**src/rtl/ethcap_pkg.sv**
```systemverilog
`default_nettype none

package ethcap_pkg;

  // ------------------------------------------------------------------
  // widths and address map
  // ------------------------------------------------------------------
  localparam int HOST_DW = 16;
  localparam int HOST_AW = 16;
  localparam int SLOT_AW = 11;
  localparam int LEN_W   = 12;
  localparam int TS_W    = 64;

  // host address bits 15:13
  localparam logic [2:0] REGION_GLOBAL = 3'd0;
  localparam logic [2:0] REGION_RX     = 3'd4;
  localparam logic [2:0] REGION_SLOT   = 3'd5;

  localparam logic [HOST_AW-1:0] ADDR_STATUS = 16'h0000;
  localparam logic [HOST_AW-1:0] ADDR_CNT0   = 16'h0004;
  localparam logic [HOST_AW-1:0] ADDR_TS0    = 16'h8000;
  localparam logic [HOST_AW-1:0] ADDR_LEN    = 16'h800C;

  typedef logic [HOST_DW-1:0] host_data_t;
  typedef logic [HOST_AW-1:0] host_addr_t;
  typedef logic [SLOT_AW-1:0] slot_addr_t;
  typedef logic [31:0]        slot_word_t;
  typedef logic [3:0]         byte_en_t;
  typedef logic [LEN_W-1:0]   frame_len_t;
  typedef logic [TS_W-1:0]    tstamp_t;
  typedef logic [7:0]         gmii_byte_t;

  // ------------------------------------------------------------------
  // bundles
  // ------------------------------------------------------------------
  typedef struct packed {
    host_addr_t adr;
    host_data_t dat;
    logic [1:0] sel;
    logic       we;
    logic       cyc;
    logic       stb;
  } host_req_t;

  typedef struct packed {
    host_data_t dat;
    logic       ack;
  } host_rsp_t;

  typedef struct packed {
    logic       dv;
    gmii_byte_t rxd;
  } gmii_rx_t;

  typedef struct packed {
    logic       en;
    slot_addr_t addr;
    byte_en_t   be;
    slot_word_t data;
  } slot_wr_t;

  typedef struct packed {
    frame_len_t len;
    tstamp_t    ts;
  } frame_info_t;

  typedef enum logic [2:0] {
    IDLE,
    CAPTURE,
    FLUSH,
    OFFER,
    DISCARD
  } rx_state_e;

endpackage

`default_nettype wire
```
**src/rtl/gmii_rx_writer.sv**
```systemverilog
`default_nettype none

module gmii_rx_writer (
  input  wire logic                   clk_125,
  input  wire logic                   core_rst_n,
  input  wire ethcap_pkg::gmii_rx_t   gmii_i,
  input  wire ethcap_pkg::tstamp_t    counter_i,
  input  wire logic                   slot_ack_i,
  output ethcap_pkg::slot_wr_t        slot_wr_o,
  output ethcap_pkg::frame_info_t     info_o,
  output logic                        slot_req_o
);

  ethcap_pkg::rx_state_e  state_q;
  logic [1:0]             lane_q;
  logic [1:0]             lane_w;
  ethcap_pkg::frame_len_t len_q;
  ethcap_pkg::slot_addr_t ptr_q;
  logic                   full_q;
  logic                   wr_en_q;
  logic                   slot_req_q;
  ethcap_pkg::slot_word_t word_q;
  ethcap_pkg::slot_word_t wr_data_q;
  ethcap_pkg::byte_en_t   wr_be_q;
  ethcap_pkg::slot_addr_t wr_addr_q;
  ethcap_pkg::tstamp_t    ts_q;
  logic                   start_w;
  logic                   take_w;
  logic                   word_done_w;
  logic                   flush_w;

  // start only once the slot is back on the receive side
  assign start_w = (state_q == ethcap_pkg::IDLE) && gmii_i.dv && !slot_req_q && !slot_ack_i;
  assign take_w = start_w || ((state_q == ethcap_pkg::CAPTURE) && gmii_i.dv);
  assign lane_w = start_w ? 2'd0 : lane_q;
  assign word_done_w = take_w && (lane_w == 2'd3);
  assign flush_w = (state_q == ethcap_pkg::CAPTURE) && !gmii_i.dv && (lane_q != 2'd0);

  always_ff @(posedge clk_125 or negedge core_rst_n) begin
    if (!core_rst_n) begin
      state_q    <= ethcap_pkg::IDLE;
      lane_q     <= 2'd0;
      len_q      <= '0;
      ptr_q      <= '0;
      full_q     <= 1'b0;
      wr_en_q    <= 1'b0;
      slot_req_q <= 1'b0;
    end else begin
      wr_en_q <= (word_done_w || flush_w) && !full_q;
      if (take_w) begin
        lane_q <= lane_w + 2'd1;
      end
      // length keeps counting past the end of the slot, up to 4095
      if (start_w) begin
        len_q  <= ethcap_pkg::frame_len_t'(1);
        ptr_q  <= '0;
        full_q <= 1'b0;
      end else if (take_w && (len_q != '1)) begin
        len_q <= len_q + 1'b1;
      end
      if (word_done_w && !full_q) begin
        ptr_q <= ptr_q + 1'b1;
        if (ptr_q == '1) begin
          full_q <= 1'b1;
        end
      end
      if (slot_req_q && slot_ack_i) begin
        slot_req_q <= 1'b0;
      end
      case (state_q)
        ethcap_pkg::IDLE: begin
          if (gmii_i.dv) begin
            state_q <= start_w ? ethcap_pkg::CAPTURE : ethcap_pkg::DISCARD;
          end
        end
        ethcap_pkg::CAPTURE: begin
          if (!gmii_i.dv) begin
            state_q <= ethcap_pkg::FLUSH;
          end
        end
        ethcap_pkg::FLUSH: begin
          state_q    <= ethcap_pkg::OFFER;
          slot_req_q <= 1'b1;
        end
        ethcap_pkg::OFFER: begin
          if (gmii_i.dv) begin
            state_q <= ethcap_pkg::DISCARD;
          end else if (!slot_req_q && !slot_ack_i) begin
            state_q <= ethcap_pkg::IDLE;
          end
        end
        ethcap_pkg::DISCARD: begin
          if (!gmii_i.dv) begin
            state_q <= ethcap_pkg::IDLE;
          end
        end
        default: state_q <= ethcap_pkg::IDLE;
      endcase
    end
  end

  // byte 0 lands in bits 7:0
  always_ff @(posedge clk_125) begin
    if (take_w) begin
      word_q[{lane_w, 3'b000} +: 8] <= gmii_i.rxd;
    end
    if (start_w) begin
      ts_q <= counter_i;
    end
    if (word_done_w) begin
      wr_data_q <= {gmii_i.rxd, word_q[23:0]};
      wr_be_q   <= 4'hF;
      wr_addr_q <= ptr_q;
    end else if (flush_w) begin
      wr_data_q <= word_q;
      wr_be_q   <= {1'b0, lane_q == 2'd3, lane_q[1], 1'b1};
      wr_addr_q <= ptr_q;
    end
  end

  assign slot_wr_o  = '{en: wr_en_q, addr: wr_addr_q, be: wr_be_q, data: wr_data_q};
  assign info_o     = '{len: len_q, ts: ts_q};
  assign slot_req_o = slot_req_q;

endmodule

`default_nettype wire

```
**config.mk**
```make
export PLATFORM = sky130hd
export DESIGN_NAME = gmii_rx_writer
export DESIGN_NICKNAME = d
export VERILOG_FILES = /design/src/rtl/ethcap_pkg.sv /design/src/rtl/gmii_rx_writer.sv
export SDC_FILE = /design/constraint.sdc
export NUM_CORES = 1
export LEC_CHECK = 0
export ABC_AREA = 1
export BUFFER_PORTS_ARGS = -buffer_cell sky130_fd_sc_hd__buf_2
export CAP_MARGIN = 20
export CORE_MARGIN = 2
export CORE_UTILIZATION = 48
export DETAILED_ROUTE_END_ITERATION = 12
export PLACE_DENSITY_LB_ADDON = 0.25
export SYNTH_ARGS = -nofsm -noshare
export SYNTH_HDL_FRONTEND = slang
export SYNTH_SLANG_ARGS = --single-unit
```
**constraint.sdc**
```tcl
create_clock -name clk_125 -period 8.42 [get_ports clk_125]
set_input_delay 1.684 -clock clk_125 [delete_from_list [all_inputs] [get_ports clk_125]]
set_output_delay 1.684 -clock clk_125 [all_outputs]
set_load 0.01 [all_outputs]
```
## Yosys cells after proc, flatten, opt, wreduce, memory -nomap -nowiden

Cells that the tools add are included.
Widths: inputs -> output; s select.

| storage, ports and cells | value |
|---|---|
| register bits after elaboration | 173 |
| bits of input ports | 76 |
| output and inout bits | 125 |
| word-level logic and storage cells | 77 |

| operators by class | value |
|---|---|
| $add $sub $neg | 4 |
| equality and inequality tests | 12 |
| shifts and indexed selects | 2 |
| multiplexer cells | 22 |
| reduce and logical (&&, ||, !) cells | 25 |

Operators with widths:

| operator | count |
|---|---|
| $mux 32 | 2 |
| $mux 11 | 4 |
| $bwmux 32 | 1 |
| $shift 8x7->32 const A | 1 |
| $shiftx 8x7->32 | 1 |
| $mux 12 | 2 |
| $mux 3 | 6 |
| $pmux 3 s5 | 1 |
| $add 12x1->12 const B | 1 |
| $logic_and 1x1->1 | 12 |
| $ne 12x12->1 const B | 1 |
| $add 11x1->11 const B | 1 |
| $eq 11x11->1 const B | 1 |
| $reduce_bool 2->1 | 5 |
| $neg 5->7 | 1 |
| $eq 3x2->1 const B | 2 |
| $ne 2x2->1 const B | 3 |
| $mux 1 | 5 |
| $eq 2x2->1 const B | 2 |
| $logic_not 1->1 | 4 |
| $reduce_and 4->1 | 1 |
| $eq 3x1->1 const B | 1 |
| $eq 3x3->1 const B | 1 |
| $logic_not 3->1 | 1 |
| 4 further kinds | 5 |

## Longest topological paths before layout

| depth | value |
|---|---|
| word-level depth | 9 |
| depth in mapped cells | 11 |
| depth with buffers taken out | 9 |

## Least setup slack after synthesis

OpenSTA, ideal clock, no wires.

| timing path | value |
|---|---|
| path kind | input to register |
| start | input slot_ack_i |
| end | register wr_addr_q[0], enable pin |
| setup time | 0.552 ns |
| data arrival time | 4.505 ns |
| data required time | 7.868 ns |
| setup slack | 3.363 ns |
| stages | 9 |
| buffers on the path | 2 |
| path through | inv_1 > nand3_2 > nor2_4 > nor2_4 > buf_6 > ha_1 > nand2_4 > buf_2 > nand2_1 |

| between the ends | value |
|---|---|
| cells in the longest elaborated chain, start to end | 6 |
| elaborated cells between the ends (all ways) | 7 |
| those cells by class | eq/ne (1); mux (1); reduce/logical (5) |

Ends and longest elaborated chain:

| what | line | text |
|---|---|---|
| start, declared | gmii_rx_writer.sv:8 | `input wire logic slot_ack_i,` |
| $logic_not 1->1 (*) | gmii_rx_writer.sv:33 | `assign start_w = (state_q == ethcap_pkg::IDLE) && gmii_i.dv && !slot_req_q && !slot_ack_i;` |
| $logic_and 1x1->1 (*) | gmii_rx_writer.sv:33 |  |
| net start_w | gmii_rx_writer.sv:27 | `logic start_w;` |
| $mux 2 | gmii_rx_writer.sv:35 | `assign lane_w = start_w ? 2'd0 : lane_q;` |
| $eq 2x2->1 | gmii_rx_writer.sv:36 | `assign word_done_w = take_w && (lane_w == 2'd3);` |
| $logic_and 1x1->1 (*) | gmii_rx_writer.sv:36 |  |
| $reduce_bool 2->1 (no line) (*) | - |  |
| end signal, assigned | gmii_rx_writer.sv:113 | `wr_addr_q <= ptr_q;` |
| end signal, assigned | gmii_rx_writer.sv:117 | `wr_addr_q <= ptr_q;` |
| end, declared | gmii_rx_writer.sv:25 | `ethcap_pkg::slot_addr_t wr_addr_q;` |

Mark *: on every way through the listed nets, which the timed path passes. The rest lies on a longest branch.
A chain may end at the register's enable or synchronous reset.

## Worst setup path after layout

| timing path | value |
|---|---|
| start | input gmii_i[8] (netlist bit) |
| end | register wr_addr_q[1], enable pin |

| between the ends | value |
|---|---|
| cells in the longest elaborated chain, start to end | 7 |
| elaborated cells between the ends (all ways) | 12 |
| those cells by class | eq/ne (1); mux (1); reduce/logical (10) |

Ends and longest elaborated chain:

| what | line | text |
|---|---|---|
| start, declared | gmii_rx_writer.sv:6 | `input wire ethcap_pkg::gmii_rx_t gmii_i,` |
| $logic_and 1x1->1 (*) (3 in a row) | gmii_rx_writer.sv:33 |  |
| net start_w | gmii_rx_writer.sv:27 |  |
| $mux 2 | gmii_rx_writer.sv:35 |  |
| $eq 2x2->1 | gmii_rx_writer.sv:36 |  |
| $logic_and 1x1->1 (*) | gmii_rx_writer.sv:36 |  |
| $reduce_bool 2->1 (no line) (*) | - |  |

Marked as above.

==> results.md <==
- Status: complete, no violations
- DRC: 0
- Hold buffers post-CTS: 0
- Maximum buffer depth of the clock tree: 2
- Total gr overflow: 0
- H-tree levels: 4
- Worst r2r src: state_q[0]$_DFFE_PN0P_
- Worst slew margin relative to its limit: 34.3%
- Starting DRT DRC Count: around 300
- Diode count: 0
- Drt first pass iters: 5
- Tot Pwr: 2.48 mW
- Final instance area: roughly 0.0084 sq mm
- Io pins: 201
- R2r setup slk: 5.03 ns
- Critical Path AT: 4.20 ns
- Fin nets: 794
- Area leader, netlist: edfxtp_1
- Setup Buffers After CTS: 0
- Fmax: ~230 MHz
- Post-cts sizing count: 0
- Final Non-Filler Cells: 904
- Cell Area, Placed: 0.00781 sq mm
- Worst-Skew Late Latency: 0.41 ns
- Ys Warns: 0
- Critical path class: input port to register
- Cell Pwr Density: 294 mW/mm^2
- Fillers: 1069
- R2R Path End: wr_addr_q[1]$_DFFE_PP_
- Setup tns final: 0 ns
- Share of post-route cells with drive strength above 1: 36.7%
- Setup crit end kind: register
- Distinct cell type count after synthesis: 33
- Finish-stage setup viols: 0
- Cells after DPL: 872
- Post-layout util: 61.4%
- Post-synth net total: 586
- Die ar.: around 0.015 sq mm
- First-pass GRT wire length: 21300 um
- Vias in the first global route: between 4k and 5k
- CP Capture Point: wr_addr_q[1]$_DFFE_PP_
- Fin crit share: 50.6%
- Area grow syn2layout: 26.4%
- Max cap viols: 0
- Via density: 4.92
- Die height: 122 um
- Clk sinks: 173
- FF-to-FF path depth: 8
- Sequential fraction of the synthesis area: 75.2%
- TritonCTS buffer count: 17
- Max-slew violation count: 0
- Total core area: 0.0137 sq mm
- Post-Syn Area: 0.00667 sq mm
- Port bufs: about 200
- Root buffer cell: clkbuf_16
- Setup Skew: 0.00898 ns
- Ranking of synthesized cells by area: edfxtp_1 63%, dfrtp_1 12%, nand2_1 5.9%, nand3_1 2.7%, inv_1 2.6%
- Hold Crit Class: register to register
- Total leakage power: 3.63 nW
- GRT Resource Usage Total: 19.1%
- Critical Path RT: 8.36 ns
- DR vias: 4450
- CP Launch Point: gmii_i[8]
- Core Rows: 43
- CP max FO: 69
- Slew @ Worst Pin: 0.982 ns
- Initial core utilization: approximately half
- Count of state elements after synthesis: between 150 and 200
- RSZ-0062 raised after global routing: false
- Post-Route WL: 13900 um
- RePlAce Congestion: 0.836
- Max VDD drop: 0.000151 V
- Type of element launching the critical path: input port
- Cells after Synth: between 500 and 600
- WL/cell: 15.4 um
- Largest net degree at the start of global routing: 70
- Die Width: 122 um
- Clock Pin Slew Worst Setup and Hold Paths: about 0.070 ns
- Syn_area_per_cell: 13.3 sq um
- DRT antenna net count: 0
- Final Hold Fails: 0
- Initial antenna violation count: 0
- CTS tree: done
- Top cell type's share of synthesized area: between 60% and 70%
- Min Tclk post-route: around 4.3 ns
- Detail Placement HPWL: 10200 um
-- sequential cells by signal, summed over array words and instances (netlist names) --
| register | cells |
|---|---|
| full_q | 1 |
| lane_q | 2 |
| len_q | 12 |
| ptr_q | 11 |
| slot_req_o | 1 |
| state_q | 3 |
| ts_q | 64 |
| word_q | 32 |
| wr_addr_q | 11 |
| wr_be_q | 3 |
| wr_data_q | 32 |
| wr_en_q | 1 |
-- how the worst min path moves through the flow --
stage | startpoint | to | slack (ns) | depth (start not counted)
CTS | word_q[21]$_DFFE_PP_ | wr_data_q[21]$_DFFE_PP_ | 0.43 | 0
finish | word_q[21]$_DFFE_PP_ | wr_data_q[21]$_DFFE_PP_ | 0.42 | 0
detailed placement | word_q[21]$_DFFE_PP_ | wr_data_q[21]$_DFFE_PP_ | 0.41 | 0
global route | word_q[6]$_DFFE_PP_ | wr_data_q[6]$_DFFE_PP_ | 0.43 | 0
floorplan | word_q[0]$_DFFE_PP_ | wr_data_q[0]$_DFFE_PP_ | 0.40 | 0
global placement | word_q[11]$_DFFE_PP_ | wr_data_q[11]$_DFFE_PP_ | 0.40 | 0
-- per-stage QoR --
stage	setup WS, ns	hold WS [ns]
after CTS	4.11	0.425
after floorplan	3.36	0.400
after global routing	3.88	0.430
final	4.16	0.421
after detailed placement	3.68	0.409
after global placement	3.81	0.405
-- layer usage --
layer | share of wire, % | up-vias | global-route usage [%]
met5 | 0 | - | 0
met2 | 51 | 179 | 33.4
met1 | 40 | 2120 | 22.7
met4 | 1.2 | 0 | 6.32
met3 | 7.9 | 12 | 5.48
li1 | - | 2139 | -
-- cells in the final DEF, fill, tap and decap left out, types with 3 or more instances in the layout --
cell and count:
dfxtp_1 3, xor2_1 6, o21ai_0 4, o21ai_1 12
edfxtp_1 139, ha_1 7, clkinv_2 4, dfrtp_1 31
o21ai_2 9, nand3_2 3, nand2_1 103, nand2_2 9
nand4_1 5, inv_6 3, nor2_4 4, nor2_1 40
buf_2 199, bufinv_16 3, inv_1 46, nand3_1 36
clkbuf_16 17, clkinv_4 4, nor3_1 17
-- Yosys cell counts (all sizes together) --
| cell | instances |
|---|---|
| edfxtp | 139 |
| nand2 | 114 |
| inv | 47 |
| nor2 | 45 |
| nand3 | 39 |
| dfrtp | 31 |
| o21ai | 25 |
| nor3 | 17 |
| buf | 11 |
| ha | 7 |
| xor2 | 6 |
| nand4 | 5 |
| a21oi | 3 |
| dfxtp | 3 |
| a21o | 2 |
| o211ai | 2 |
| or2 | 2 |
| xnor2 | 2 |
| a31oi | 1 |
| clkinv | 1 |
| conb | 1 |
-- final cells by class --
class	count	area (sq um)	share of cell area, %
multi-input combinational	271	1390	16.5
sequential	173	5010	59.5
tap	180	225	2.67
clock inverter	15	188	2.23
inverter	48	180	2.14
timing repair buffer	200	1000	11.9
clock buffer	17	425	5.05
-- cells by family after synthesis --
kind of cell	synth area share [%]
compound gates	3.36
xor+xnor	1.05
fa+ha+maj	1.31
buf+inv	4.00
flops	75.2
other cells	0.0563
simple gates	15.1
-- critical path, stage by stage --
cell	delay [ns]
buf_2	0.16
nand3_2	0.13
nor2_4	0.11
buf_4	0.67
nor2_4	0.23
ha_1	0.32
nand2_4	0.24
nand2_2	0.59
-- report_power, final --
group	internal (mW)	switching, mW
sequential	1.10	0.0531
combinational	0.156	0.381
clock	0.471	0.320
Note: power is estimated with default switching activity, not from simulation.
