[src/rtl/ethcap_pkg.sv]
`default_nettype none

package ethcap_pkg;

  // ------------------------------------------------------------------
  // widths and address map
  // ------------------------------------------------------------------
  localparam int HOST_DW = 16;
  localparam int HOST_AW = 16;
  localparam int SLOT_AW = 11;
  localparam int LEN_W   = 12;
  localparam int TS_W    = 64;

  // host address bits 15:13
  localparam logic [2:0] REGION_GLOBAL = 3'd0;
  localparam logic [2:0] REGION_RX     = 3'd4;
  localparam logic [2:0] REGION_SLOT   = 3'd5;

  localparam logic [HOST_AW-1:0] ADDR_STATUS = 16'h0000;
  localparam logic [HOST_AW-1:0] ADDR_CNT0   = 16'h0004;
  localparam logic [HOST_AW-1:0] ADDR_TS0    = 16'h8000;
  localparam logic [HOST_AW-1:0] ADDR_LEN    = 16'h800C;

  typedef logic [HOST_DW-1:0] host_data_t;
  typedef logic [HOST_AW-1:0] host_addr_t;
  typedef logic [SLOT_AW-1:0] slot_addr_t;
  typedef logic [31:0]        slot_word_t;
  typedef logic [3:0]         byte_en_t;
  typedef logic [LEN_W-1:0]   frame_len_t;
  typedef logic [TS_W-1:0]    tstamp_t;
  typedef logic [7:0]         gmii_byte_t;

  // ------------------------------------------------------------------
  // bundles
  // ------------------------------------------------------------------
  typedef struct packed {
    host_addr_t adr;
    host_data_t dat;
    logic [1:0] sel;
    logic       we;
    logic       cyc;
    logic       stb;
  } host_req_t;

  typedef struct packed {
    host_data_t dat;
    logic       ack;
  } host_rsp_t;

  typedef struct packed {
    logic       dv;
    gmii_byte_t rxd;
  } gmii_rx_t;

  typedef struct packed {
    logic       en;
    slot_addr_t addr;
    byte_en_t   be;
    slot_word_t data;
  } slot_wr_t;

  typedef struct packed {
    frame_len_t len;
    tstamp_t    ts;
  } frame_info_t;

  typedef enum logic [2:0] {
    IDLE,
    CAPTURE,
    FLUSH,
    OFFER,
    DISCARD
  } rx_state_e;

endpackage

`default_nettype wire
[src/rtl/host_regs.sv]
`default_nettype none

module host_regs (
  input  wire logic                    clk_125,
  input  wire logic                    core_rst_n,
  input  wire ethcap_pkg::host_req_t   host_req_i,
  output ethcap_pkg::host_rsp_t        host_rsp_o,
  input  wire ethcap_pkg::frame_info_t info_i,
  input  wire logic                    slot_req_i,
  output logic                         slot_ack_o,
  output ethcap_pkg::tstamp_t          counter_o,
  output ethcap_pkg::slot_addr_t       rd_addr_o,
  input  wire ethcap_pkg::slot_word_t  rd_data_i,
  output logic                         irq_o
);

  logic [2:0]             region_w;
  logic                   access_w;
  logic                   rd_w;
  logic                   wr_w;
  logic                   slot_rd_w;
  logic                   status_hit_w;
  logic                   cnt_hit_w;
  logic                   ts_hit_w;
  logic                   len_hit_w;
  logic                   pending_w;
  ethcap_pkg::host_addr_t cnt_off_w;
  ethcap_pkg::host_addr_t ts_off_w;
  ethcap_pkg::host_data_t reg_rd_w;
  ethcap_pkg::tstamp_t    counter_nx;
  ethcap_pkg::tstamp_t    counter_q;
  ethcap_pkg::host_data_t dat_q;
  ethcap_pkg::slot_addr_t rd_addr_q;
  logic                   ack_q;
  logic [1:0]             wait_q;
  logic                   slot_ack_q;

  // ------------------------------------------------------------------
  // decode
  // ------------------------------------------------------------------
  assign region_w  = host_req_i.adr[15:13];
  assign access_w  = host_req_i.cyc && host_req_i.stb && !ack_q;
  assign rd_w      = access_w && !host_req_i.we;
  assign wr_w      = access_w && host_req_i.we;
  assign slot_rd_w = rd_w && (region_w == ethcap_pkg::REGION_SLOT);

  assign cnt_off_w    = host_req_i.adr - ethcap_pkg::ADDR_CNT0;
  assign ts_off_w     = host_req_i.adr - ethcap_pkg::ADDR_TS0;
  assign status_hit_w = host_req_i.adr[15:1] == ethcap_pkg::ADDR_STATUS[15:1];
  assign cnt_hit_w    = cnt_off_w[15:3] == '0;
  assign ts_hit_w     = ts_off_w[15:3] == '0;
  assign len_hit_w    = host_req_i.adr[15:1] == ethcap_pkg::ADDR_LEN[15:1];

  // frame waiting for the host
  assign pending_w = slot_req_i && !slot_ack_q;

  always_comb begin
    reg_rd_w = '0;
    case (region_w)
      ethcap_pkg::REGION_GLOBAL: begin
        if (status_hit_w) begin
          reg_rd_w = {15'b0, pending_w};
        end else if (cnt_hit_w) begin
          reg_rd_w = counter_q[{cnt_off_w[2:1], 4'b0000} +: 16];
        end
      end
      ethcap_pkg::REGION_RX: begin
        if (ts_hit_w) begin
          reg_rd_w = info_i.ts[{ts_off_w[2:1], 4'b0000} +: 16];
        end else if (len_hit_w) begin
          reg_rd_w = ethcap_pkg::host_data_t'(info_i.len);
        end
      end
      default: reg_rd_w = '0;
    endcase
  end

  // free-running counter, host may overwrite any byte
  always_comb begin
    counter_nx = counter_q + 1'b1;
    if (wr_w && cnt_hit_w) begin
      if (host_req_i.sel[1]) begin
        counter_nx[{cnt_off_w[2:1], 4'b1000} +: 8] = host_req_i.dat[15:8];
      end
      if (host_req_i.sel[0]) begin
        counter_nx[{cnt_off_w[2:1], 4'b0000} +: 8] = host_req_i.dat[7:0];
      end
    end
  end

  // ------------------------------------------------------------------
  // control state
  // ------------------------------------------------------------------
  always_ff @(posedge clk_125 or negedge core_rst_n) begin
    if (!core_rst_n) begin
      counter_q  <= '0;
      ack_q      <= 1'b0;
      wait_q     <= 2'd0;
      slot_ack_q <= 1'b0;
    end else begin
      counter_q <= counter_nx;
      ack_q     <= 1'b0;
      if (access_w) begin
        // slot reads: address, ram, data register
        if (slot_rd_w) begin
          if (wait_q == 2'd2) begin
            ack_q  <= 1'b1;
            wait_q <= 2'd0;
          end else begin
            wait_q <= wait_q + 2'd1;
          end
        end else begin
          ack_q <= 1'b1;
        end
      end
      // writing 1 to status bit 0 takes the slot
      if (wr_w && status_hit_w && host_req_i.sel[0] && host_req_i.dat[0] && slot_req_i) begin
        slot_ack_q <= 1'b1;
      end else if (slot_ack_q && !slot_req_i) begin
        slot_ack_q <= 1'b0;
      end
    end
  end

  always_ff @(posedge clk_125) begin
    if (slot_rd_w) begin
      rd_addr_q <= host_req_i.adr[12:2];
    end
    if (rd_w) begin
      if (!slot_rd_w) begin
        dat_q <= reg_rd_w;
      end else if (wait_q == 2'd2) begin
        dat_q <= host_req_i.adr[1] ? rd_data_i[31:16] : rd_data_i[15:0];
      end
    end
  end

  assign host_rsp_o = '{dat: dat_q, ack: ack_q};
  assign slot_ack_o = slot_ack_q;
  assign counter_o  = counter_q;
  assign rd_addr_o  = rd_addr_q;
  assign irq_o      = pending_w;

endmodule

`default_nettype wire

[config.mk]
export PLATFORM = sky130hd
export DESIGN_NAME = host_regs
export DESIGN_NICKNAME = d
export VERILOG_FILES = /design/src/rtl/ethcap_pkg.sv /design/src/rtl/host_regs.sv
export SDC_FILE = /design/constraint.sdc
export NUM_CORES = 1
export LEC_CHECK = 0
export ABC_AREA = 1
export BUFFER_PORTS_ARGS = -buffer_cell sky130_fd_sc_hd__buf_2
export CAP_MARGIN = 10
export CORE_ASPECT_RATIO = 1.5
export CORE_UTILIZATION = 34
export CTS_CLUSTER_SIZE = 30
export DETAILED_ROUTE_END_ITERATION = 10
export GPL_TIMING_DRIVEN = 0
export PLACE_DENSITY = 0.57
export SLEW_MARGIN = 20
export SYNTH_ARGS = -nofsm -noshare
export SYNTH_HDL_FRONTEND = slang
export SYNTH_SLANG_ARGS = --single-unit
[constraint.sdc]
create_clock -name clk_125 -period 2 [get_ports clk_125]
set_clock_uncertainty 0.2 [all_clocks]
set_input_delay 0.3 -clock clk_125 [delete_from_list [all_inputs] [get_ports clk_125]]
set_output_delay 0.3 -clock clk_125 [all_outputs]
set_load 0.02 [all_outputs]
# After elaboration in Yosys (flattened, before gate mapping)
# Index checks and enable logic that the tools add are counted.
[totals]
ff_bits = 95
latch_bits = 0
ramBits = 0
romBits = 0
in_bits = 148
out_inout_bits = 94
elab_cells = 66
memories = 0
[op_classes]
n_addsub = 6
n_mul = 0
n_div = 0
order_cmp = 0
eq_ne = 5
shifts = 6
n_mux = 20
bitwise = 0
n_reduce_logical = 23
[ops]
columns = ["op", "n"]
rows = [
  ["64-bit 2-to-1 mux", 4],
  ["64-bit bitwise mux", 2],
  ["8-bit by 8-bit variable shift with 64-bit output (first input constant)", 2],
  ["64-bit by 7-bit indexed part select with 16-bit output", 2],
  ["8-bit by 8-bit indexed part select with 64-bit output", 2],
  ["16-bit 2-to-1 mux", 6],
  ["64-bit by 1-bit adder with 64-bit output (second input constant)", 1],
  ["16-bit one-hot mux with 2 select lines", 1],
  ["13-bit zero test", 2],
  ["6-bit negation with 8-bit output", 2],
  ["16-bit subtractor (second input constant)", 1],
  ["16-bit by 3-bit subtractor with 16-bit output (second input constant)", 1],
  ["15-bit == test (second input constant)", 1],
  ["15-bit zero test", 1],
  ["1-bit logical AND", 12],
  ["12-bit 2-to-1 mux", 1],
  ["3-bit == test (second input constant)", 2],
  ["1-bit 2-to-1 mux", 5],
  ["1-bit zero test", 4],
  ["2-bit AND reduction", 2],
  ["3-bit zero test", 1],
  ["2-bit by 1-bit adder with 2-bit output (second input constant)", 1],
  ["2-bit == test (second input constant)", 1],
  ["2-bit 2-to-1 mux", 1],
  ["other kinds (2)", 2],
]

# Depth between registers and ports, before layout
# Gate-level depths: netlist of the first run.
[depth]
word_depth = 9
ltp_mapped = 18
mapped_depth_nobuf = 15

# Least setup slack after synthesis of the first run
# OpenSTA, ideal clock, no wires.
[synth_timing]
path_kind = "input-to-reg"
start = "input port host_req_i[22] (netlist name)"
end = "register dat_q[5], data pin"
setup_time_ns = 0.261
arrival_ns = 2.679
t_required_ns = 1.539
slack_ns = -1.140
stages = 14
n_path_buf = 5
path_cell_list = "buf_2 inv_1 clkbuf_1 clkbuf_1 clkbuf_1 ha_1 nand2_1 nor2_1 nand3_1 nand2_1 clkbuf_1 a221oi_1 nand2_1 nand3b_1"
[synth_via]
elab_chain_len = 6
elab_cells_between_ends = 16
cone_classes = "2 x add/sub; 1 x eq/ne; 2 x shift; 8 x mux; 3 x reduce/logical"
[synth_rtl]
columns = ["item", "line", "source"]
rows = [
  ["start, declared", "host_regs.sv:6", "input wire ethcap_pkg::host_req_t host_req_i,"],
  ["16-bit by 3-bit subtractor with 16-bit output", "host_regs.sv:47", "assign cnt_off_w = host_req_i.adr - ethcap_pkg::ADDR_CNT0;"],
  ["64-bit by 7-bit indexed part select with 16-bit output / 13-bit zero test (equally long branches)", "host_regs.sv:64, host_regs.sv:50", ""],
  ["16-bit 2-to-1 mux", "host_regs.sv:63", "end else if (cnt_hit_w) begin"],
  ["16-bit 2-to-1 mux", "host_regs.sv:61", "if (status_hit_w) begin"],
  ["16-bit one-hot mux with 2 select lines", "host_regs.sv:59", "case (region_w)"],
  ["16-bit 2-to-1 mux (*)", "host_regs.sv:130", "if (!slot_rd_w) begin"],
  ["end signal, assigned", "host_regs.sv:131", "dat_q <= reg_rd_w;"],
  ["end signal, assigned", "host_regs.sv:133", "dat_q <= host_req_i.adr[1] ? rd_data_i[31:16] : rd_data_i[15:0];"],
  ["end, declared", "host_regs.sv:32", "ethcap_pkg::host_data_t dat_q;"],
]
# Mark *: on every way between the ends. The rest lies on a longest branch, timed or not. The select of a mux whose other input is x is not followed.
# A chain may end at the register's enable or synchronous reset.

# Final worst setup path of the first run
[layout_timing]
start = "register counter_q[0] (netlist: counter_o[0])"
end = "register counter_q[49] (netlist: counter_o[49])"
[layout_via]
elab_chain_len = 7
[layout_rtl]
columns = ["item", "line", "source"]
rows = [
  ["start, declared", "host_regs.sv:31", "ethcap_pkg::tstamp_t counter_q;"],
  ["start signal, assigned", "host_regs.sv:101", "counter_q <= counter_nx;"],
  ["64-bit by 1-bit adder with 64-bit output (*)", "host_regs.sv:80", "counter_nx = counter_q + 1'b1;"],
  ["64-bit bitwise mux", "host_regs.sv:83", "counter_nx[{cnt_off_w[2:1], 4'b1000} +: 8] = host_req_i.dat[15:8];"],
  ["64-bit 2-to-1 mux", "host_regs.sv:82", "if (host_req_i.sel[1]) begin"],
  ["64-bit 2-to-1 mux", "host_regs.sv:81", "if (wr_w && cnt_hit_w) begin"],
  ["64-bit bitwise mux", "host_regs.sv:86", "counter_nx[{cnt_off_w[2:1], 4'b0000} +: 8] = host_req_i.dat[7:0];"],
  ["64-bit 2-to-1 mux", "host_regs.sv:85", "if (host_req_i.sel[0]) begin"],
  ["64-bit 2-to-1 mux (*)", "host_regs.sv:81", ""],
  ["net counter_nx[49]", "host_regs.sv:30", "ethcap_pkg::tstamp_t counter_nx;"],
]
# The timed path passes the listed nets; every way through them passes the cells marked *. The select of a mux whose other input is x is not followed.

==> out/summary.txt, run 1 <==
Post-synth top flop = dfrtp_1
RSZ-0062 raised after global routing = yes
CP endpoint kind = register
DP Worst Slack = -1090 ps
Crit share post-route = 106%
Residual DRC = 0
Post-Synth Adder-Cell Area = 1.06%
Vias in the first global route = 10500
Sequential cell area fraction in the yosys report = 30.3%
Vias = 11200
Clock Pin Slew Worst Setup and Hold Paths = 70 ps
PortBufs = 240
DIE WIDTH = 129 microns
Die Ht = 193 microns
Detailed-router iteration count before antenna repair = 8
Synth top area share = 20.5%
Yosys warns = 0
CTS sink cnt = 95
Worst path required time = 2070 ps
Largest net degree at the start of global routing = 42
Deepest clock path buffer count = 2
Fin. max-slew vios = 0
Critical path peak fanout = 6
Final Wtd Congestion = 0.964
Hold WS = 9.56 ps
Area of the core = 0.0238 sq mm
Share of cells above drive strength 1 = 43.1%
Max-slew headroom = 42.9%
Startpoint Class = register
Total GRT Usage = 35.7%
Yosys top cell by area = dfrtp_1
Number of hold violations in the final report = 0
Min-delay worst type = in -> reg
Starting Density = 34.8%
First-pass GRT wire length = 63400 microns
Mapped cell area = 0.00829 sq mm
Final setup viols = 48
Seq cells post-synth = 95
Final critical-path required period = 2120 ps
Rows = 69
Die ar. = 0.0250 sq mm
H-tree levels = 3
Fmax = 0.471 GHz
Antenna diode count = 0
Synth top area cells = dfrtp_1, nand2_1, edfxtp_1
Final WL = 46300 microns
Initial antenna violation count = 0
Xor/xnor share of the synthesized area = 5.81%
Mapped Avg Cell Area = 6.29 sq um
Worst-Margin Slew = 857 ps
Area occupied by multi-input gates = 0.00639 sq mm
Leakage = 6.42 nW
DR vias/cell = 5.45
CTS tree = done
Crit path kind = reg -> reg
Async SR Flop Fraction = 71.6%
Root Driver = clkbuf_16
Mean routed wirelength per cell = 22.6 microns
Final WS setup = -121 ps
Mapped Cells = 1317
Count leader, synth = nand2_1
Max_cap viols = 0
Reg area = 0.00257 sq mm
Worst-skew pair later-pin latency = 380 ps
Arrival time worst endpoint = 2190 ps
TritonCTS buffer count = 9
Pwr dens = 410 mW/mm^2
DP Wirelength = 34400 microns
Post-DRT Antenna Nets = 0
Congestion Overflow GR = 0
DR iter-0 viols = 881
Final #Nets = 1879
Fill cells = 2462
Failing checks = negative setup slack
Ports = 242
Mux contribution to synthesized area = 0%
Largest family of logic cells by synthesized area = simple AND/OR/NAND/NOR gates
Synth Area in Compound Gates = 12.2%
Most frequent cells after synthesis = nand2_1, nor2_1, inv_1
Synth unique cells = 37
Worst IR drop on VDD = 425 uV
EDFF count, synth = 27
Outcome = complete, but fails checks
Post-synthesis simple-gate area fraction = 41.9%
Synthesized Nets = 1472
Area Overhead vs Synth = 59.3%
[area by class of cell]
cell class | instances | area share, %
well taps | 319 | 3.02
inverters | 130 | 3.97
repair buffers | 397 | 20.2
clock buffers | 10 | 1.90
flip-flops and latches | 95 | 19.5
multi-input cells | 1044 | 48.4
clock inverters | 6 | 0.313
plain buffers | 47 | 2.68
[what timing repair did]
action                                  in CTS  in global routing
cloned                                       8                  4
hold buffers                                11                  0
endpoints found under the hold margin       37                  0
buffers inserted                            44                 95
endpoints found under the setup margin     110                 81
resized for setup                          204                251
pin swaps                                   43                 90
[report_power, final]
part | internal, mW | total (mW) | leakage (nW) | switching (mW)
Sequential | 2.06 | 2.14 | 1.09 | 0.0855
Clock | 0.925 | 1.79 | 0.148 | 0.863
Combinational | 0.552 | 1.48 | 5.18 | 0.925
Total | 3.53 | 5.41 | 6.42 | 1.87
[flip-flops by register name (all words and copies together) (netlist names)]
signal / flops
wait_q: 2
rd_addr_o: 11
dat_q: 16
slot_ack_o: 1
ack_q: 1
counter_o: 64
[stage by stage]
step / cell area [sq um] / power [mW] / utilization [%] / std cells / setup TNS (ps)
floorplan: 8520 / 2.73 / - / 1317 / -21760
global placement: 10100 / 3.27 / 42.5 / 1876 / -97920
detailed placement: 10100 / 3.28 / 42.6 / 1877 / -92610
CTS: 11700 / 5.19 / 49.0 / 1953 / -14510
global route: 13200 / 5.59 / 55.4 / 2048 / -7110
finish: 13200 / 5.41 / 55.4 / 2048 / -2420
[per-layer routing]
layer	track usage (%)	vias up	share of wire, %
met2	64.6	558	50
met5	0	-	0
met1	36.6	5264	35
met3	5.88	200	6.5
met4	26.7	0	7.9
li1	-	5147	-
[worst max-delay path, cell delays in order, from the launching register on]
cell,delay (ps)
dfrtp_2,450
clkinvlp_4,150
nor2_4,140
buf_12,140
nand3_4,80
nor2_4,120
nand4_1,110
buf_6,150
nor2_4,170
nand2_1,70
nand2_1,60
nand2_1,60
nand2_1,60
nand2_1,50
[cells by family (layout without fill, tap and decap cells)]
group                    count (synthesis)  count (layout)
buffers and inverters                  182             590
AND/OR/NAND/NOR                        790             794
flip-flops                              95              95
AO/OA/AOI/OAI                          188             188
XOR/XNOR                                55              55
adder cells (fa/ha/maj)                  7               7
[placed cells by master (no fill, tap or decap), drive strengths merged]
master / instances
nand3b: 6
a21oi: 75
nand4: 55
xor2: 40
buf: 396
nand2: 405
edfxtp: 27
nor3b: 3
dlygate4sd3: 11
a32oi: 2
xnor2: 15
a31oi: 6
ha: 7
a221oi: 3
clkinv: 5
nand3: 86
o22ai: 3
inv: 128
clkbuf: 47
nor2: 193
nor3: 44
a22oi: 7
dfrtp: 68
and2: 1
or2: 1
a211oi: 9
clkinvlp: 3
o21ai: 82
o221ai: 1
[path summary, 6_finish.rpt]
path,from,end,slack (ps),cells after the start
hold / removal,host_req_i[10],counter_o[5],10,3
min in group asynchronous,core_rst_n,counter_o[3],200,2
hold reg to reg,wait_q[0],wait_q[1],330,2
max in group asynchronous,core_rst_n,counter_o[42],810,3
setup / recovery,counter_o[0],counter_o[49],-120,13
setup reg to reg,counter_o[0],counter_o[49],-120,13
(Power assumes the default switching activity.)
==> run 2, diff against run 1 <==
- ABC_AREA: 1 -> not set
- PLACE_DENSITY: 0.57 -> 0.6
==> out/summary.txt, run 2 <==
Mapped Cells = 615
Outcome = complete, but fails checks
Clock Pin Slew Worst Setup and Hold Paths = 80 ps
Yosys warns = 0
P_int = 3.37 mW
Most common cell after layout, fill and taps aside = buf_2
Fill cells = 1697
Synth top area share = 26.1%
Congestion Overflow GR = 0
M3 GR Usage = 4.44%
Combinational Power Share = 16.1%
Most frequent cells in the layout = buf_2, nand2_1, mux2i_1
Number of hold violations in the final report = 0
DP Wirelength = 19200 microns
Failing checks = negative setup slack
Initial antenna violation count = 2
Rows = 61
Count leader, synth = nand2_1
Residual DRC = 0
TritonCTS buffer count = 9
Final Cell Area = 0.00981 sq mm
Largest net degree at the start of global routing = 37
Mapped cell area = 0.00652 sq mm
Max FFs per register = 64
Arrival time worst endpoint = 2500 ps
Worst-Margin Slew = 866 ps
Min-delay worst type = in -> reg
Crit share post-route = 122%
Most Crowded Layer GR = met2
Deepest clock path buffer count = 2
Crit path kind = reg -> reg
Post-Place Cell Area = 0.00815 sq mm
Final #Nets = 1091
Die ar. = 0.0197 sq mm
Area Overhead vs Synth = 50.4%
Post-DRT Antenna Nets = 0
Leakage = 4.68 nW
Final Wtd Congestion = 0.869
Yosys top cell by area = dfrtp_1
Ports = 242
DR vias/cell = 5.33
Synthesized Nets = 770
Worst-skew pair later-pin latency = 340 ps
First-pass GRT wire length = 37100 microns
Most frequent cells after synthesis = nand2_1, mux2i_1, dfrtp_1
Synth top area cells = dfrtp_1, edfxtp_1, mux2i_1
Total power = 4.60 mW
EDFF count, synth = 27
Final setup viols = 80
Hold WS = 30.2 ps
Worst IR drop on VDD = 391 uV
P_sw = 1.23 mW
Clock power share = 39.2%
Max_cap viols = 0
Dpl cells = 1108
Setup_tns = -22380 ps
Startpoint Class = register
Slowest-stage cell, CP = or4_4
Final core occ = 52.7%
Share of cells above drive strength 1 = 51.0%
Max-slew headroom = 42.1%
Detailed-router iteration count before antenna repair = 5
Worst path required time = 2060 ps
DP Worst Slack = -1500 ps
Final WL = 25100 microns
H-tree levels = 3
Async SR Flop Fraction = 71.6%
Die Ht = 172 microns
Mapped Avg Cell Area = 10.6 sq um
Final critical-path required period = 2430 ps
Vias = 6368
Final WS setup = -433 ps
Critical path peak fanout = 6
Most used cell, CP = nand4_1
Switching Share = 26.7%
RSZ-0062 raised after global routing = yes
Post-Layout Cell Count = 1195
Routing usage on met1 = 26.7%
DIE WIDTH = 115 microns
M2 GR Usage = 48.7%
Pwr dens = 469 mW/mm^2
Starting Density = 35.0%
Critical Path, Cell by Cell = nand4_1 -> or4_4 -> buf_4 -> nor4_4 -> buf_6 -> nand4_1 -> xor2_1 -> mux2i_1
Vias in the first global route = 6522
Post-synth top flop = dfrtp_1
Buf/Inv on CP = 2
Delay-heaviest family, CP = simple AND/OR/NAND/NOR gates
CP endpoint kind = register
CTS sink cnt = 95
Slowest Stage Delay on Critical Path = 530 ps
Fmax = 0.411 GHz
Total GRT Usage = 25.6%
Root Driver = clkbuf_16
PortBufs = 240
Sequential cell area fraction in the yosys report = 38.5%
DR iter-0 viols = 420
Sequential share of power = 44.7%
Seq cells post-synth = 95
Fin. max-slew vios = 0
CTS tree = done
Area of the core = 0.0186 sq mm
Synth unique cells = 50
Mean routed wirelength per cell = 21.0 microns
run 2: changes by cell type after synthesis, moves of 48 or more:
cell     before  now
mux2i_1       0   76
o21ai_0      55    7
nand3_1      85   21
a21oi_1      75    5
nand2_1     400  106
inv_1       127   11
nor2_1      180   18
run 2: worst paths after layout:
path / start / to / slack (ps) / cells after the start
hold reg to reg: wait_q[1] / wait_q[1] / 330 / 1
min in group asynchronous: core_rst_n / counter_o[50] / 260 / 2
max in group asynchronous: core_rst_n / counter_o[14] / 750 / 3
hold / removal: host_req_i[9] / counter_o[20] / 30 / 3
setup / recovery: counter_o[12] / counter_o[50] / -430 / 8
setup reg to reg: counter_o[12] / counter_o[50] / -430 / 8
run 2: area by class of cell:
class	count	area [sq um]	share of cell area, %
multi-input cells	480	4380	44.6
clock buffers	9	225	2.30
flip-flops and latches	95	2520	25.7
repair buffers	317	1960	20.0
inverters	12	55.1	0.561
well taps	252	315	3.22
diodes	2	5.00	0.0510
plain buffers	21	267	2.72
clock inverters	7	78.8	0.804
run 2: per-layer routing:
layer / part of all wire [%] / vias up
met3: 6.3 / 54
li1: - / 2935
met1: 35 / 3103
met4: 4.0 / 0
met2: 54 / 276
met5: 0 / -
run 2: timing repair:
| item | 4_1_cts | 5_1_grt |
|---|---|---|
| cloned | 1 | 1 |
| hold buffers | 9 | 0 |
| resized for setup | 118 | 67 |
| buffers inserted | 47 | 18 |
| setup endpoints to repair | 93 | 109 |
| hold endpoints to repair | 40 | 0 |
| pin swaps | 31 | 27 |
run 2: worst min-delay path, cell delays in order:
cell     delay, ps
buf_2          130
nand2_1         60
mux2i_1         50
run 2: power by group through the flow:
| stage | clock network, mW | logic, mW | registers (mW) |
|---|---|---|---|
| detailed placement | 0 | 0.635 | 2.10 |
| global placement | 0 | 0.625 | 2.10 |
| CTS | 1.84 | 0.713 | 2.06 |
| finish | 1.81 | 0.739 | 2.06 |
| global route | 1.91 | 0.795 | 2.06 |
| floorplan | 0 | 0.284 | 2.12 |
run 2: cell families (layout without fill, tap and decap cells):
family / count (synthesis) / in the layout / share of synthesized area [%]
buffers and inverters: 40 / 366 / 2.69
adders and majority gates: 7 / 7 / 1.34
and+or+nand+nor: 259 / 259 / 21.3
muxes: 108 / 108 / 22.7
other: 0 / 2 / 0
AOI/OAI and AO/OA: 43 / 43 / 4.93
DFF: 95 / 95 / 38.5
xor gates and xnor gates: 63 / 63 / 8.46
==> run 3, diff against run 2 <==
- BUFFER_PORTS_ARGS: -buffer_cell sky130_fd_sc_hd__buf_2 -> not set
- DONT_BUFFER_PORTS: not set -> 1
- PLACE_DENSITY: 0.6 -> 0.49
==> out/summary.txt, run 3 (synthesized netlist as in run 2, its figures left out) <==
Fmax = 0.384 GHz
Final setup viols = 80
Total GRT Usage = 25.1%
Congestion Overflow GR = 0
DP Worst Slack = -1520 ps
Worst path required time = 2070 ps
First-pass GRT wire length = 35300 microns
Worst IR drop on VDD = 301 uV
Crit share post-route = 130%
Detailed-router iteration count before antenna repair = 5
Routing usage on met1 = 26.2%
Pwr dens = 504 mW/mm^2
Ports = 242
Post-DRT Antenna Nets = 0
CTS tree = done
Most Crowded Layer GR = met2
Die ar. = 0.0197 sq mm
Vias = 5505
PortBufs = 0
Hold Buf Count CTS = 32
Initial antenna violation count = 4
Final Wtd Congestion = 0.852
Area Overhead vs Synth = 31.6%
CP endpoint kind = register
Most common cell after layout, fill and taps aside = nand2_1
Failing checks = negative hold slack, negative setup slack
Final #Nets = 847
Number of hold violations in the final report = 68
Final WL = 24700 microns
CTS sink cnt = 95
M2 GR Usage = 46.9%
Fill cells = 1763
Max FFs per register = 64
Total power = 4.32 mW
Arrival time worst endpoint = 2680 ps
TritonCTS buffer count = 9
Rows = 61
Clock Pin Slew Worst Setup and Hold Paths = 70 ps
Final core occ = 46.0%
Residual DRC = 0
DIE WIDTH = 115 microns
RSZ-0062 raised after global routing = yes
Vias in the first global route = 5821
Deepest clock path buffer count = 2
Startpoint Class = register
Area of the core = 0.0186 sq mm
Crit path kind = reg -> reg
Final WS setup = -605 ps
H-tree levels = 3
Final critical-path required period = 2610 ps
Critical path peak fanout = 9
Starting Density = 35.0%
Leakage = 3.60 nW
Hold WS = -559 ps
Post-Place Cell Area = 0.00693 sq mm
Dpl cells = 867
DR iter-0 viols = 358
Final Cell Area = 0.00858 sq mm
Die Ht = 172 microns
Post-Layout Cell Count = 954
Min-delay worst type = in -> async
Worst-Margin Slew = 876 ps
Fin. max-slew vios = 0
DP Wirelength = 18600 microns
Largest net degree at the start of global routing = 69
DR vias/cell = 5.77
Worst-skew pair later-pin latency = 350 ps
Mean routed wirelength per cell = 25.9 microns
Share of cells above drive strength 1 = 32.9%
Max_cap viols = 0
Max-slew headroom = 41.1%
M3 GR Usage = 5.74%
Outcome = complete, but fails checks
Setup_tns = -25140 ps
Root Driver = clkbuf_16
Most frequent cells in the layout = nand2_1, mux2i_1, xor2_1
-- run 3: changes by cell type in the layout (fill, tap and decap cells not counted), sizes merged --
| cell | previous run | this run |
|---|---|---|
| dlygate4sd3 | 9 | 32 |
| diode | 2 | 5 |
| inv | 13 | 10 |
| buf | 318 | 54 |
-- run 3: report_power, final --
part	total, mW	internal (mW)	switching [mW]	leakage, nW
sequential	2.09	2.03	0.0625	1.02
combinational	0.497	0.245	0.253	2.45
clock	1.73	0.967	0.768	0.134
total	4.32	3.24	1.08	3.60
-- run 3: repair_timing --
action,in CTS,in global routing
endpoints found under the setup margin,109,92
setup buffers,37,4
cloned,1,0
gates resized for setup,138,59
pin swaps,37,14
hold endpoints to repair,148,68
-- run 3: path summary, 6_finish.rpt --
| path | startpoint | endpoint | slack (ps) | depth (start not counted) |
|---|---|---|---|---|
| setup / recovery | counter_o[10] | counter_o[61] | -610 | 8 |
| hold / removal | core_rst_n | counter_o[13] | -560 | 0 |
| setup reg to reg | counter_o[10] | counter_o[61] | -610 | 8 |
| hold reg to reg | wait_q[1] | wait_q[1] | 320 | 1 |
| max in group asynchronous | core_rst_n | counter_o[34] | 2000 | 0 |
| min in group clk_125 | host_req_i[5] | slot_ack_o | 10 | 2 |
-- run 3: routing by layer --
layer | part of all wire, % | wire [microns]
met1 | 35 | 8720
met2 | 54 | 13400
met5 | 0 | 0
met3 | 6.5 | 1620
met4 | 3.9 | 964
-- run 3: final cells by class --
| cell class | instances | area, sq um | share of cell area [%] |
|---|---|---|---|
| Clock buffer | 12 | 236 | 2.76 |
| Sequential cell | 95 | 2550 | 29.7 |
| Tap cell | 252 | 315 | 3.68 |
| Timing Repair Buffer | 72 | 708 | 8.26 |
| Inverter | 12 | 52.6 | 0.613 |
| Clock inverter | 4 | 46.3 | 0.540 |
| Antenna cell | 5 | 12.5 | 0.146 |
| Buffer | 22 | 250 | 2.92 |
| Multi-Input combinational cell | 480 | 4410 | 51.4 |
-- run 3: critical path, cell delays in order (launching register included) --
cell and delay [ps]:
dfrtp_2 490, nand4_1 260, or4_4 540, buf_8 170
nor4_4 230, buf_4 210, nand3_2 90, xor2_1 180
mux2i_1 140
